## src/include/exec_consts.svh

```systemverilog
`ifndef EXEC_CONSTS_SVH
`define EXEC_CONSTS_SVH

// operand and result width in bits
`define EXEC_XLEN 32

// width of the tag echoed back with each result
`define EXEC_TAG_W 4

// queue slots, equal to the credits upstream starts with
`define EXEC_QUEUE_DEPTH 4

// one multiply or divide iteration per operand bit
`define EXEC_MULDIV_STEPS 32

`endif

```

## src/design/exec_pkg.sv

```systemverilog
`default_nettype none
`include "exec_consts.svh"

package exec_pkg;

	typedef logic [`EXEC_XLEN-1:0] word_t;
	typedef logic [$clog2(`EXEC_XLEN)-1:0] shamt_t;
	typedef logic [`EXEC_TAG_W-1:0] tag_t;

	// muldiv codes sit at the top
	typedef enum logic [4:0] {
		OP_AND   = 5'b00000,
		OP_OR    = 5'b00001,
		OP_XOR   = 5'b00010,
		OP_ADD   = 5'b00011,
		OP_SUB   = 5'b00100,
		OP_SLTU  = 5'b00101,
		OP_SLT   = 5'b00110,
		OP_LUI   = 5'b00111,
		OP_SLL   = 5'b01000,
		OP_SRL   = 5'b01001,
		OP_SRA   = 5'b01010,
		OP_SLLV  = 5'b01011,
		OP_SRLV  = 5'b01100,
		OP_SRAV  = 5'b01101,
		OP_BEQ   = 5'b01110,
		OP_BNE   = 5'b01111,
		OP_BGEZ  = 5'b10000,
		OP_BGTZ  = 5'b10001,
		OP_BLEZ  = 5'b10010,
		OP_BLTZ  = 5'b10011,
		OP_MULTU = 5'b10100,
		OP_DIVU  = 5'b10101,
		OP_MFHI  = 5'b10110,
		OP_MFLO  = 5'b10111
	} alu_op_t;

	typedef enum logic [1:0] {
		MD_IDLE,
		MD_RUN,
		MD_FINISH
	} muldiv_state_t;

	typedef struct packed {
		alu_op_t op;
		word_t   a;
		word_t   b;
		shamt_t  shamt;	// immediate shift amount
		tag_t    tag;
	} exec_op_t;

	typedef struct packed {
		word_t value;
		logic  zero;
		logic  taken;	// set only by a taken branch
		tag_t  tag;
	} exec_result_t;

endpackage

`default_nettype wire

```

## src/design/op_queue.sv

```systemverilog
`timescale 1ns/1ps
`default_nettype none
`include "exec_consts.svh"

module op_queue (
	input  wire logic              clk,
	input  wire logic              rst_n,
	input  wire logic              issue_valid,
	input  wire exec_pkg::exec_op_t issue_op,
	input  wire logic              pop,
	output logic                   head_valid,
	output exec_pkg::exec_op_t     head,
	output logic                   credit_return
);
	import exec_pkg::*;

	localparam int DEPTH = `EXEC_QUEUE_DEPTH;
	localparam int PTR_W = (DEPTH > 1) ? $clog2(DEPTH) : 1;
	localparam int CNT_W = $clog2(DEPTH + 1);

	exec_op_t slots [DEPTH];
	logic [PTR_W-1:0] wr_ptr;
	logic [PTR_W-1:0] rd_ptr;
	logic [CNT_W-1:0] count;
	logic do_pop;

	function automatic logic [PTR_W-1:0] next_ptr(input logic [PTR_W-1:0] p);
		return (p == PTR_W'(DEPTH - 1)) ? '0 : p + 1'b1;
	endfunction

	assign head_valid = (count != '0);
	assign head = slots[rd_ptr];
	assign do_pop = pop && head_valid;
	assign credit_return = do_pop;	// one credit back per dispatch

	// upstream only issues with a credit, so a free slot always exists
	always_ff @(posedge clk) begin
		if (issue_valid)
			slots[wr_ptr] <= issue_op;
	end

	always_ff @(posedge clk or negedge rst_n) begin
		if (!rst_n) begin
			wr_ptr <= '0;
			rd_ptr <= '0;
			count <= '0;
		end else begin
			if (issue_valid)
				wr_ptr <= next_ptr(wr_ptr);
			if (do_pop)
				rd_ptr <= next_ptr(rd_ptr);
			case ({issue_valid, do_pop})
				2'b10: count <= count + 1'b1;
				2'b01: count <= count - 1'b1;
				default: count <= count;	// both or neither
			endcase
		end
	end

endmodule

`default_nettype wire

```

## src/design/alu_core.sv

```systemverilog
`timescale 1ns/1ps
`default_nettype none

module alu_core (
	input  wire exec_pkg::alu_op_t op,
	input  wire exec_pkg::word_t   a,
	input  wire exec_pkg::word_t   b,
	input  wire exec_pkg::shamt_t  shamt,
	input  wire exec_pkg::word_t   hi,
	input  wire exec_pkg::word_t   lo,
	output exec_pkg::word_t        y,
	output logic                   zero
);
	import exec_pkg::*;

	localparam int MSB = $bits(word_t) - 1;

	shamt_t var_sh;
	word_t diff;

	assign var_sh = b[$bits(shamt_t)-1:0];	// variable shifts use low bits of b
	assign diff = a + (~b + 1'b1);	// two's complement subtract

	always_comb begin
		case (op)
			OP_AND: y = a & b;
			OP_OR: y = a | b;
			OP_XOR: y = a ^ b;
			OP_ADD: y = a + b;
			OP_SUB: y = diff;
			OP_SLTU: y = word_t'(a < b);
			OP_SLT: begin
				// differing signs decide it, else magnitudes compare
				if (a[MSB] != b[MSB])
					y = word_t'(a[MSB]);
				else
					y = word_t'(a < b);
			end
			OP_LUI: y = b << 16;
			OP_SLL: y = a << shamt;
			OP_SRL: y = a >> shamt;
			OP_SRA: y = $signed(a) >>> shamt;	// sign fill
			OP_SLLV: y = a << var_sh;
			OP_SRLV: y = a >> var_sh;
			OP_SRAV: y = $signed(a) >>> var_sh;
			OP_MFHI: y = hi;
			OP_MFLO: y = lo;
			OP_BEQ,
			OP_BNE,
			OP_BGEZ,
			OP_BGTZ,
			OP_BLEZ,
			OP_BLTZ: y = diff;	// branches report a - b
			default: y = '0;	// muldiv results come from lo
		endcase
	end

	assign zero = (y == '0);

endmodule

`default_nettype wire

```

## src/design/branch_compare.sv

```systemverilog
`timescale 1ns/1ps
`default_nettype none

module branch_compare (
	input  wire exec_pkg::alu_op_t op,
	input  wire exec_pkg::word_t   a,
	input  wire exec_pkg::word_t   b,
	output logic                   taken
);
	import exec_pkg::*;

	logic a_neg;
	logic a_zero;

	assign a_neg = a[$bits(word_t)-1];	// signed view of a
	assign a_zero = (a == '0);

	always_comb begin
		case (op)
			OP_BEQ: taken = (a == b);
			OP_BNE: taken = (a != b);
			OP_BGEZ: taken = !a_neg;
			OP_BGTZ: taken = !a_neg && !a_zero;
			OP_BLEZ: taken = a_neg || a_zero;
			OP_BLTZ: taken = a_neg;
			default: taken = 1'b0;	// not a branch
		endcase
	end

endmodule

`default_nettype wire

```

## src/design/muldiv_ctrl.sv

```systemverilog
`timescale 1ns/1ps
`default_nettype none

module muldiv_ctrl (
	input  wire logic clk,
	input  wire logic rst_n,
	input  wire logic start,
	input  wire logic last_step,
	output logic      load,
	output logic      step,
	output logic      md_busy,
	output logic      md_done
);
	import exec_pkg::*;

	muldiv_state_t state;
	muldiv_state_t state_next;

	always_ff @(posedge clk or negedge rst_n) begin
		if (!rst_n)
			state <= MD_IDLE;
		else
			state <= state_next;
	end

	always_comb begin
		state_next = state;
		case (state)
			MD_IDLE: begin
				if (start)
					state_next = MD_RUN;
			end
			MD_RUN: begin
				if (last_step)
					state_next = MD_FINISH;
			end
			MD_FINISH: state_next = MD_IDLE;	// one result cycle
			default: state_next = MD_IDLE;
		endcase
	end

	assign load = (state == MD_IDLE) && start;
	assign step = (state == MD_RUN);
	assign md_busy = (state != MD_IDLE);	// holds the queue
	assign md_done = (state == MD_FINISH);

endmodule

`default_nettype wire

```

## src/design/muldiv_counter.sv

```systemverilog
`timescale 1ns/1ps
`default_nettype none
`include "exec_consts.svh"

module muldiv_counter (
	input  wire logic clk,
	input  wire logic rst_n,
	input  wire logic load,
	input  wire logic step,
	output logic      last_step
);
	localparam int STEPS = `EXEC_MULDIV_STEPS;
	localparam int CNT_W = (STEPS > 1) ? $clog2(STEPS) : 1;

	logic [CNT_W-1:0] count;

	always_ff @(posedge clk or negedge rst_n) begin
		if (!rst_n)
			count <= '0;
		else if (load)
			count <= CNT_W'(STEPS - 1);	// counts steps left after this one
		else if (step && count != '0)
			count <= count - 1'b1;
	end

	assign last_step = step && (count == '0);

endmodule

`default_nettype wire

```

## src/design/muldiv_datapath.sv

```systemverilog
`timescale 1ns/1ps
`default_nettype none

module muldiv_datapath (
	input  wire logic            clk,
	input  wire logic            rst_n,
	input  wire logic            load,
	input  wire logic            step,
	input  wire logic            is_div,
	input  wire exec_pkg::word_t a,
	input  wire exec_pkg::word_t b,
	output exec_pkg::word_t      hi,
	output exec_pkg::word_t      lo
);
	import exec_pkg::*;

	localparam int XLEN = $bits(word_t);

	word_t operand;	// multiplicand or divisor
	logic div_mode;
	logic [XLEN:0] mul_sum;
	logic [XLEN:0] rem_shift;
	logic [XLEN:0] rem_diff;
	logic fits;

	// multiply adds b on a set low multiplier bit and shifts right
	assign mul_sum = {1'b0, hi} + (lo[0] ? {1'b0, operand} : '0);

	// divide brings in the next dividend bit and subtracts when the divisor fits
	assign rem_shift = {hi, lo[XLEN-1]};
	assign rem_diff = rem_shift - {1'b0, operand};
	assign fits = (rem_shift >= {1'b0, operand});

	always_ff @(posedge clk) begin
		if (load)
			operand <= b;
	end

	// lo starts as multiplier or dividend and ends as product low or quotient
	always_ff @(posedge clk or negedge rst_n) begin
		if (!rst_n) begin
			hi <= '0;
			lo <= '0;
			div_mode <= 1'b0;
		end else if (load) begin
			hi <= '0;
			lo <= a;
			div_mode <= is_div;
		end else if (step) begin
			if (div_mode) begin
				hi <= fits ? rem_diff[XLEN-1:0] : rem_shift[XLEN-1:0];
				lo <= {lo[XLEN-2:0], fits};	// quotient bit in
			end else begin
				hi <= mul_sum[XLEN:1];
				lo <= {mul_sum[0], lo[XLEN-1:1]};
			end
		end
	end

endmodule

`default_nettype wire

```

## src/design/exec_unit.sv

```systemverilog
`timescale 1ns/1ps
`default_nettype none

module exec_unit (
	input  wire logic               clk,
	input  wire logic               rst_n,
	input  wire logic               issue_valid,
	input  wire exec_pkg::exec_op_t issue_op,
	output logic                    credit_return,
	output logic                    res_valid,
	output exec_pkg::exec_result_t  res
);
	import exec_pkg::*;

	logic head_valid;
	exec_op_t head;
	logic pop;
	logic is_div;
	logic is_md;
	logic start;
	word_t alu_y;
	logic alu_zero;
	logic br_taken;
	word_t hi;
	word_t lo;
	logic load;
	logic step;
	logic last_step;
	logic md_busy;
	logic md_done;
	tag_t md_tag;	// tag of the multiply or divide in flight

	op_queue u_queue (
		.clk, .rst_n, .issue_valid, .issue_op, .pop,
		.head_valid, .head, .credit_return
	);

	assign is_div = (head.op == OP_DIVU);
	assign is_md = is_div || (head.op == OP_MULTU);
	assign pop = head_valid && !md_busy;	// queue stalls while muldiv runs
	assign start = pop && is_md;

	alu_core u_alu (
		.op(head.op), .a(head.a), .b(head.b), .shamt(head.shamt),
		.hi, .lo, .y(alu_y), .zero(alu_zero)
	);

	branch_compare u_branch (.op(head.op), .a(head.a), .b(head.b), .taken(br_taken));

	muldiv_ctrl u_md_ctrl (.clk, .rst_n, .start, .last_step, .load, .step, .md_busy, .md_done);

	muldiv_counter u_md_cnt (.clk, .rst_n, .load, .step, .last_step);

	muldiv_datapath u_md_dp (
		.clk, .rst_n, .load, .step, .is_div, .a(head.a), .b(head.b), .hi, .lo
	);

	always_ff @(posedge clk) begin
		if (start)
			md_tag <= head.tag;
	end

	always_ff @(posedge clk or negedge rst_n) begin
		if (!rst_n)
			res_valid <= 1'b0;
		else
			res_valid <= (pop && !is_md) || md_done;
	end

	// md_done only occurs while busy, so it never meets a single-cycle pop
	always_ff @(posedge clk) begin
		if (md_done)
			res <= '{value: lo, zero: (lo == '0), taken: 1'b0, tag: md_tag};
		else if (pop && !is_md)
			res <= '{value: alu_y, zero: alu_zero, taken: br_taken, tag: head.tag};
	end

endmodule

`default_nettype wire

```

## config.mk

```make
export PLATFORM = sky130hd
export DESIGN_NAME = exec_unit
export DESIGN_NICKNAME = d
export VERILOG_FILES = /design/src/design/exec_pkg.sv /design/src/design/op_queue.sv /design/src/design/alu_core.sv /design/src/design/branch_compare.sv /design/src/design/muldiv_ctrl.sv /design/src/design/muldiv_counter.sv /design/src/design/muldiv_datapath.sv /design/src/design/exec_unit.sv
export VERILOG_INCLUDE_DIRS = /design/src /design/src/include
export SDC_FILE = /design/constraint.sdc
export NUM_CORES = 1
export LEC_CHECK = 0
export BUFFER_PORTS_ARGS = -buffer_cell sky130_fd_sc_hd__buf_2
export CAP_MARGIN = 20
export CORE_MARGIN = 2
export CORE_UTILIZATION = 50
export DETAILED_ROUTE_END_ITERATION = 8
export MAX_ROUTING_LAYER = met4
export PLACE_DENSITY = 0.66
export SYNTH_ARGS = -nofsm -noshare
export SYNTH_HDL_FRONTEND = slang
export SYNTH_HIERARCHICAL = 1
export SYNTH_SLANG_ARGS = --single-unit
```

## constraint.sdc

```tcl
create_clock -name clk -period 6.53 [get_ports clk]
set_input_delay 0.3265 -clock clk [delete_from_list [all_inputs] [get_ports clk]]
set_output_delay 0.3265 -clock clk [all_outputs]
set_load 0.03 [all_outputs]
```

After elaboration in Yosys (flattened, before gate mapping)

Memory sizes are Yosys's and may differ from the RTL's.
Cells that the tools add are included.

Shift operators: 6
Order comparisons: 2
Add/subtract/negate cells: 10
$mul: 0
Reductions and logical operators: 30
Equal/unequal tests: 34
Multiplexer cells: 23
Bitwise logic cells: 4
Div/mod/pow operators: 0

Operators by type and width:

| operator                                                         | number |
|---|---|
| 32-bit case mux with 16 select lines                             | 1 |
| 32-bit 2-to-1 mux                                                | 8 |
| 32-bit logical NOT                                               | 3 |
| 38-bit 2-to-1 mux                                                | 2 |
| 32-bit adder                                                     | 2 |
| 32-bit by 5-bit left shift with 32-bit output                    | 2 |
| 32-bit by 5-bit right shift with 32-bit output                   | 2 |
| 32-bit by 5-bit >>> shifter with 32-bit output                   | 2 |
| 5-bit by 4-bit == test with 1-bit output (second input constant) | 8 |
| 5-bit == test (second input constant)                            | 8 |
| 32-bit by 32-bit adder with 33-bit output                        | 1 |
| 33-bit by 32-bit >= comparator with 1-bit output                 | 1 |
| 32-bit by 1-bit adder with 32-bit output (second input constant) | 1 |
| 32-bit bitwise AND                                               | 1 |
| 32-bit == test                                                   | 1 |
| 32-bit < comparator                                              | 1 |
| 32-bit inequality test                                           | 1 |
| 32-bit NOT                                                       | 1 |
| 32-bit bitwise OR                                                | 1 |
| 32-bit subtractor                                                | 1 |
| 32-bit XOR                                                       | 1 |
| 5-bit by 3-bit == test with 1-bit output (second input constant) | 4 |
| 5-bit by 2-bit == test with 1-bit output (second input constant) | 2 |
| 5-bit logical NOT                                                | 2 |
| 25 further kinds                                                 | 52 |

Memory bits (writable): 312
ROM bits: 0
Flip-flop bits (word level): 154
Bits in latches: 0
Memories kept: 1

Memory list:

| memory        | words | width | rd ports | clocked after Yosys merged registers in | wr ports | line           | RTL |
|---|---|---|---|---|---|---|---|
| u_queue.slots | 4     | 78    | 1        | 0                                       | 1        | op_queue.sv:21 | `exec_op_t slots [DEPTH];` |

Logic depth before layout (Yosys ltp)

An unclocked memory read counts as a cell.

Depth in word-level cells: 8
Mapped depth: 23

Modules after synthesis

The synthesis kept the hierarchy.

By module, submodules not included:

| module          | times used | area each (um^2) | cells each |
|---|---|---|---|
| alu_core        | 1          | 13387.8          | 2027 |
| op_queue        | 1          | 11767.5          | 447 |
| muldiv_datapath | 1          | 8154.1           | 986 |
| exec_unit       | 1          | 1923.1           | 184 |
| branch_compare  | 1          | 485.5            | 60 |
| muldiv_counter  | 1          | 269.0            | 25 |
| muldiv_ctrl     | 1          | 108.9            | 10 |

Worst setup path before layout

OpenSTA, ideal clock, no wires.

Path kind: register to register
From: reg u_queue.rd_ptr[0]
To: reg res[5] in the netlist's numbering, data pin
Path slack: 1767 ps
Library setup time: 145 ps
Arrival: 4618 ps
Period minus slack after synthesis: 4763 ps
Cell stages (with the launch flop): 21
Data required time: 6385 ps
Buffers on the path: 4
Cells stage by stage: dfrtp_1 -> buf_6 -> buf_12 -> mux4_2 -> clkbuf_1 -> inv_1 -> ha_1 -> buf_2 -> or4_1 -> nand2b_1 -> a211oi_2 -> o211ai_1 -> a211o_1 -> a2111oi_1 -> o221a_2 -> o211ai_2 -> nor4_2 -> nand4_1 -> nor2_1 -> nand3b_1 -> o21ai_1

RTL lines:

| what                   | line            | RTL |
|---|---|---|
| from (decl)            | op_queue.sv:23  | `logic [PTR_W-1:0] rd_ptr;` |
| from (signal assigned) | op_queue.sv:51  | `rd_ptr <= next_ptr(rd_ptr);` |
| to (signal assigned)   | exec_unit.sv:73 | `res <= '{value: lo, zero: (lo == '0), taken: 1'b0, tag: md_tag};` |
| to (signal assigned)   | exec_unit.sv:75 | `res <= '{value: alu_y, zero: alu_zero, taken: br_taken, tag: head.tag};` |
| to (decl)              | exec_unit.sv:11 | `output exec_pkg::exec_result_t res` |

==> impl_metrics.py <==
metrics = {
    "timing": {
        "hold_ws_ns": 0.180,
        "fin_ws_ns": 0.496,
        "rsz0062_at_grt": "no",
        "period_minus_slack_ns": 6.03,
        "drv_slew": 0,
        "finalSetupViolations": 0,
        "min_period_over_period": 0.924,
        "fmaxAchievable_mhz": 166,
        "hold_viol_final": 0,
        "tns_ns": 0,
        "max-slew-margin-rel": 0.134,
        "fin_skew_ns": 0.0500,
        "worstMarginPinSlew_ns": 1.29,
    },
    "logic_synthesis": {
        "synth_cells": 3739,
        "async_flop_share": 0.172,
        "synth_ff_type": "edfxtp_1",
        "synth.net_count": 3999,
        "syn_area_per_cell_um2": 9.65,
        "synth.distinct_cells": 131,
        "synth-edff-count": 385,
        "syn_area_um2": 36100,
        "yosys_warnings": 6,
        "synth-seq-cells": 466,
        "ys_seq_area_frac": 0.376,
    },
    "floorplan": {
        "placementRows": 98,
        "initial_utilization": 0.505,
        "die_h_um": 273,
        "dieArea_um2": 74400,
        "core_area_um2": 71500,
        "die_w_um": 273,
        "ios": 121,
    },
    "setup_path": {
        "slowest_stage": "mux4_2",
        "worstPathRequired_ns": 7.03,
        "rrSetupSlack_ns": 0.50,
        "cp-start-kind": "register",
        "max_stage_delay_ns": 0.74,
        "critPathMaxFanout": 21,
        "end_kind": "register",
        "worst-setup-path-type": "reg -> reg",
        "reg2regPathDepth": 19,
        "r2r_start": "u_queue/rd_ptr[0]",
        "worstPathArrival_ns": 6.53,
        "timing.rr.end": "res[5]",
        "crit_chain": "buf_4, mux4_2, inv_1, ha_1, o21ai_0, o21bai_1, nand3_1, and3_1, o41ai_1, nor2_1, a2111o_1, a211oi_1, buf_4, nand4_1, nor4_2, nand4_1, nor2_1, nand3b_1, o21ai_1",
    },
    "detailed_routing": {
        "avgViaCountPerCell": 6.98,
        "first_pass_iters": 8,
        "drc": 0,
        "drt-wirelength-per-cell_um": 33.5,
        "wl_mm": 164,
        "num_vias": 34200,
        "drtIter0Drc": 5337,
        "antenna_left": 0,
    },
    "global_route": {
        "grt_pass1_wl_mm": 231,
        "antenna_found_initial": 9,
        "grt_max_degree": 116,
        "grt_pass1_vias": 31400,
        "overflow": 0,
        "grt_use_total": 0.445,
    },
    "layout": {
        "nFillCells": 6224,
        "nNetsFinal": 4168,
        "stdcell_count": 4904,
        "syn2layout_area_growth_pct": 11.6,
        "drive_above_1_share": 0.143,
    },
    "placement": {
        "place.gp.congestion": 1.14,
        "hpwl_mm": 125,
        "pre_cts_ws_ns": 0.697,
        "port_buffers": 120,
        "place_inst": 4727,
    },
    "cts": {
        "numCtsBuffers": 48,
        "htreeDepth": 2,
        "cts_buffer_depth": 3,
        "clock-sinks": 466,
        "insertion_delay_ns": 0.64,
        "clk_pin_slew_ns": 0.07,
        "cts_tree": "built",
        "cts_resized": 0,
        "ctsRootBufferMaster": "clkbuf_16",
    },
    "run": {
        "drv_cap": 0,
    },
    "status": {
        "run_status": "finished, final reports clean",
    },
    "hold_path": {
        "hold_path.class": "in -> async",
    },
}
-- synthesized netlist by cell type, types with 27 or more instances --
| cell | instances | area, µm² |
|---|---|---|
| nand2_1 | 425 | 1600 |
| edfxtp_1 | 385 | 11600 |
| o21ai_0 | 250 | 1250 |
| nor2_1 | 231 | 867 |
| a21oi_1 | 207 | 1040 |
| ha_1 | 174 | 2180 |
| inv_1 | 163 | 612 |
| mux2i_1 | 131 | 1310 |
| clkbuf_1 | 130 | 488 |
| a22oi_1 | 105 | 788 |
| a211oi_1 | 98 | 736 |
| nand2b_1 | 94 | 588 |
| mux4_2 | 90 | 2030 |
| nor3_1 | 85 | 425 |
| dfrtp_1 | 80 | 2000 |
| nand3_1 | 76 | 380 |
| o211ai_1 | 65 | 488 |
| xor2_1 | 63 | 552 |
| and2_1 | 59 | 369 |
| buf_2 | 51 | 255 |
| xnor2_1 | 41 | 359 |
| a21o_1 | 39 | 293 |
| nor4_1 | 34 | 213 |
| o22ai_1 | 33 | 206 |
| nand4_1 | 30 | 188 |
| a221oi_1 | 28 | 245 |
| buf_4 | 27 | 203 |
-- repair_timing --
action | CTS | global route
hold buffers | 80 | 0
buffers inserted | 0 | 0
endpoints found under the hold margin | 333 | 0
-- kinds of logic (layout without fill, tap and decap cells) --
family / after synthesis / in the layout / synth area share
simple gates: 1176 / 1176 / 0.160
compound gates: 1164 / 1164 / 0.222
flops: 466 / 466 / 0.376
buf+inv: 409 / 617 / 0.0538
mux: 240 / 240 / 0.0989
fa+ha+maj: 179 / 179 / 0.0631
xor+xnor: 105 / 105 / 0.0257
other cells: 0 / 7 / 0
-- routing by layer --
layer | routed length, µm | GRT usage
met1 | 66800 | 0.610
met2 | 65700 | 0.594
met3 | 23200 | 0.149
met4 | 8810 | 0.194
met5 | 0 | -
-- worst max path at each step --
stage | start | to | cells after the start
after detailed placement | u_queue/rd_ptr[0] | res[5] | 19
after floorplan | u_queue/rd_ptr[0] | res[5] | 20
after CTS | u_queue/rd_ptr[0] | res[5] | 19
after global placement | u_queue/rd_ptr[0] | res[5] | 19
after global routing | u_queue/rd_ptr[0] | res[5] | 18
final | u_queue/rd_ptr[0] | res[5] | 19
-- per-stage QoR --
stage / instance area (µm²) / utilization
2_1_floorplan: 36100 / -
3_3_place_gp: 37900 / 0.530
3_5_place_dp: 37900 / 0.530
4_1_cts: 40300 / 0.563
5_1_grt: 40300 / 0.564
6_report: 40300 / 0.564
-- flip-flops by register name (all words and copies together), names as in the netlist, 3 cells and up --
register	flops
md_tag	4
res	38
u_md_cnt/count	5
u_md_dp/hi	32
u_md_dp/lo	32
u_md_dp/operand	32
u_queue/count	3
u_queue/slots	312
-- cell usage in the layout (no fill, tap or decap), types with 18 or more instances in the layout --
cell / synthesis / final
dlygate4sd3_1: 1 / 80
nand4_1: 30 / 30
edfxtp_1: 385 / 385
xor2_1: 63 / 63
dfrtp_1: 80 / 77
a31oi_1: 26 / 26
a211o_1: 20 / 20
o21bai_1: 21 / 21
nand2b_1: 94 / 94
o22ai_1: 33 / 33
a311oi_1: 19 / 19
nand3_1: 76 / 76
mux4_2: 90 / 90
or3_1: 26 / 26
a221o_1: 20 / 20
a22oi_1: 105 / 105
buf_4: 27 / 153
xnor2_1: 41 / 41
nand2_1: 425 / 425
o211ai_1: 65 / 65
o21a_1: 20 / 20
o31ai_1: 18 / 18
clkbuf_16: 0 / 48
o221ai_1: 20 / 20
a21o_1: 39 / 39
o21ai_1: 19 / 19
a211oi_1: 98 / 98
a21oi_1: 207 / 207
buf_2: 51 / 119
ha_1: 174 / 174
mux2i_1: 131 / 131
o21ai_0: 250 / 249
nor4_1: 34 / 34
nor2_1: 231 / 228
and2_1: 59 / 55
nor3_1: 85 / 82
a221oi_1: 28 / 28
inv_1: 163 / 163
-- final cells by class --
cell class                 count  area, µm²  share of cell area
sequential                   466      13600               0.337
timing repair buffer         359       2690              0.0668
tap                          950       1190              0.0295
clock inverter                32        320             0.00795
antenna                        7       17.5            0.000435
multi-input combinational   2864      20600               0.512
inverter                     169        634              0.0157
clock buffer                  57       1230              0.0306
-- worst max-delay path: cells and delay by family, from the launching register on --
| kind | cells | cell delay, ns |
|---|---|---|
| flip-flops | 1 | 0.70 |
| adder cells (fa/ha/maj) | 1 | 0.48 |
| AO/OA/AOI/OAI | 6 | 1.89 |
| multiplexers | 1 | 0.74 |
| buffers and inverters | 3 | 0.83 |
| AND/OR/NAND/NOR | 8 | 1.29 |
Power is not shown: default switching activity piles up to over one toggle a cycle in this logic, so the estimate is an artifact.
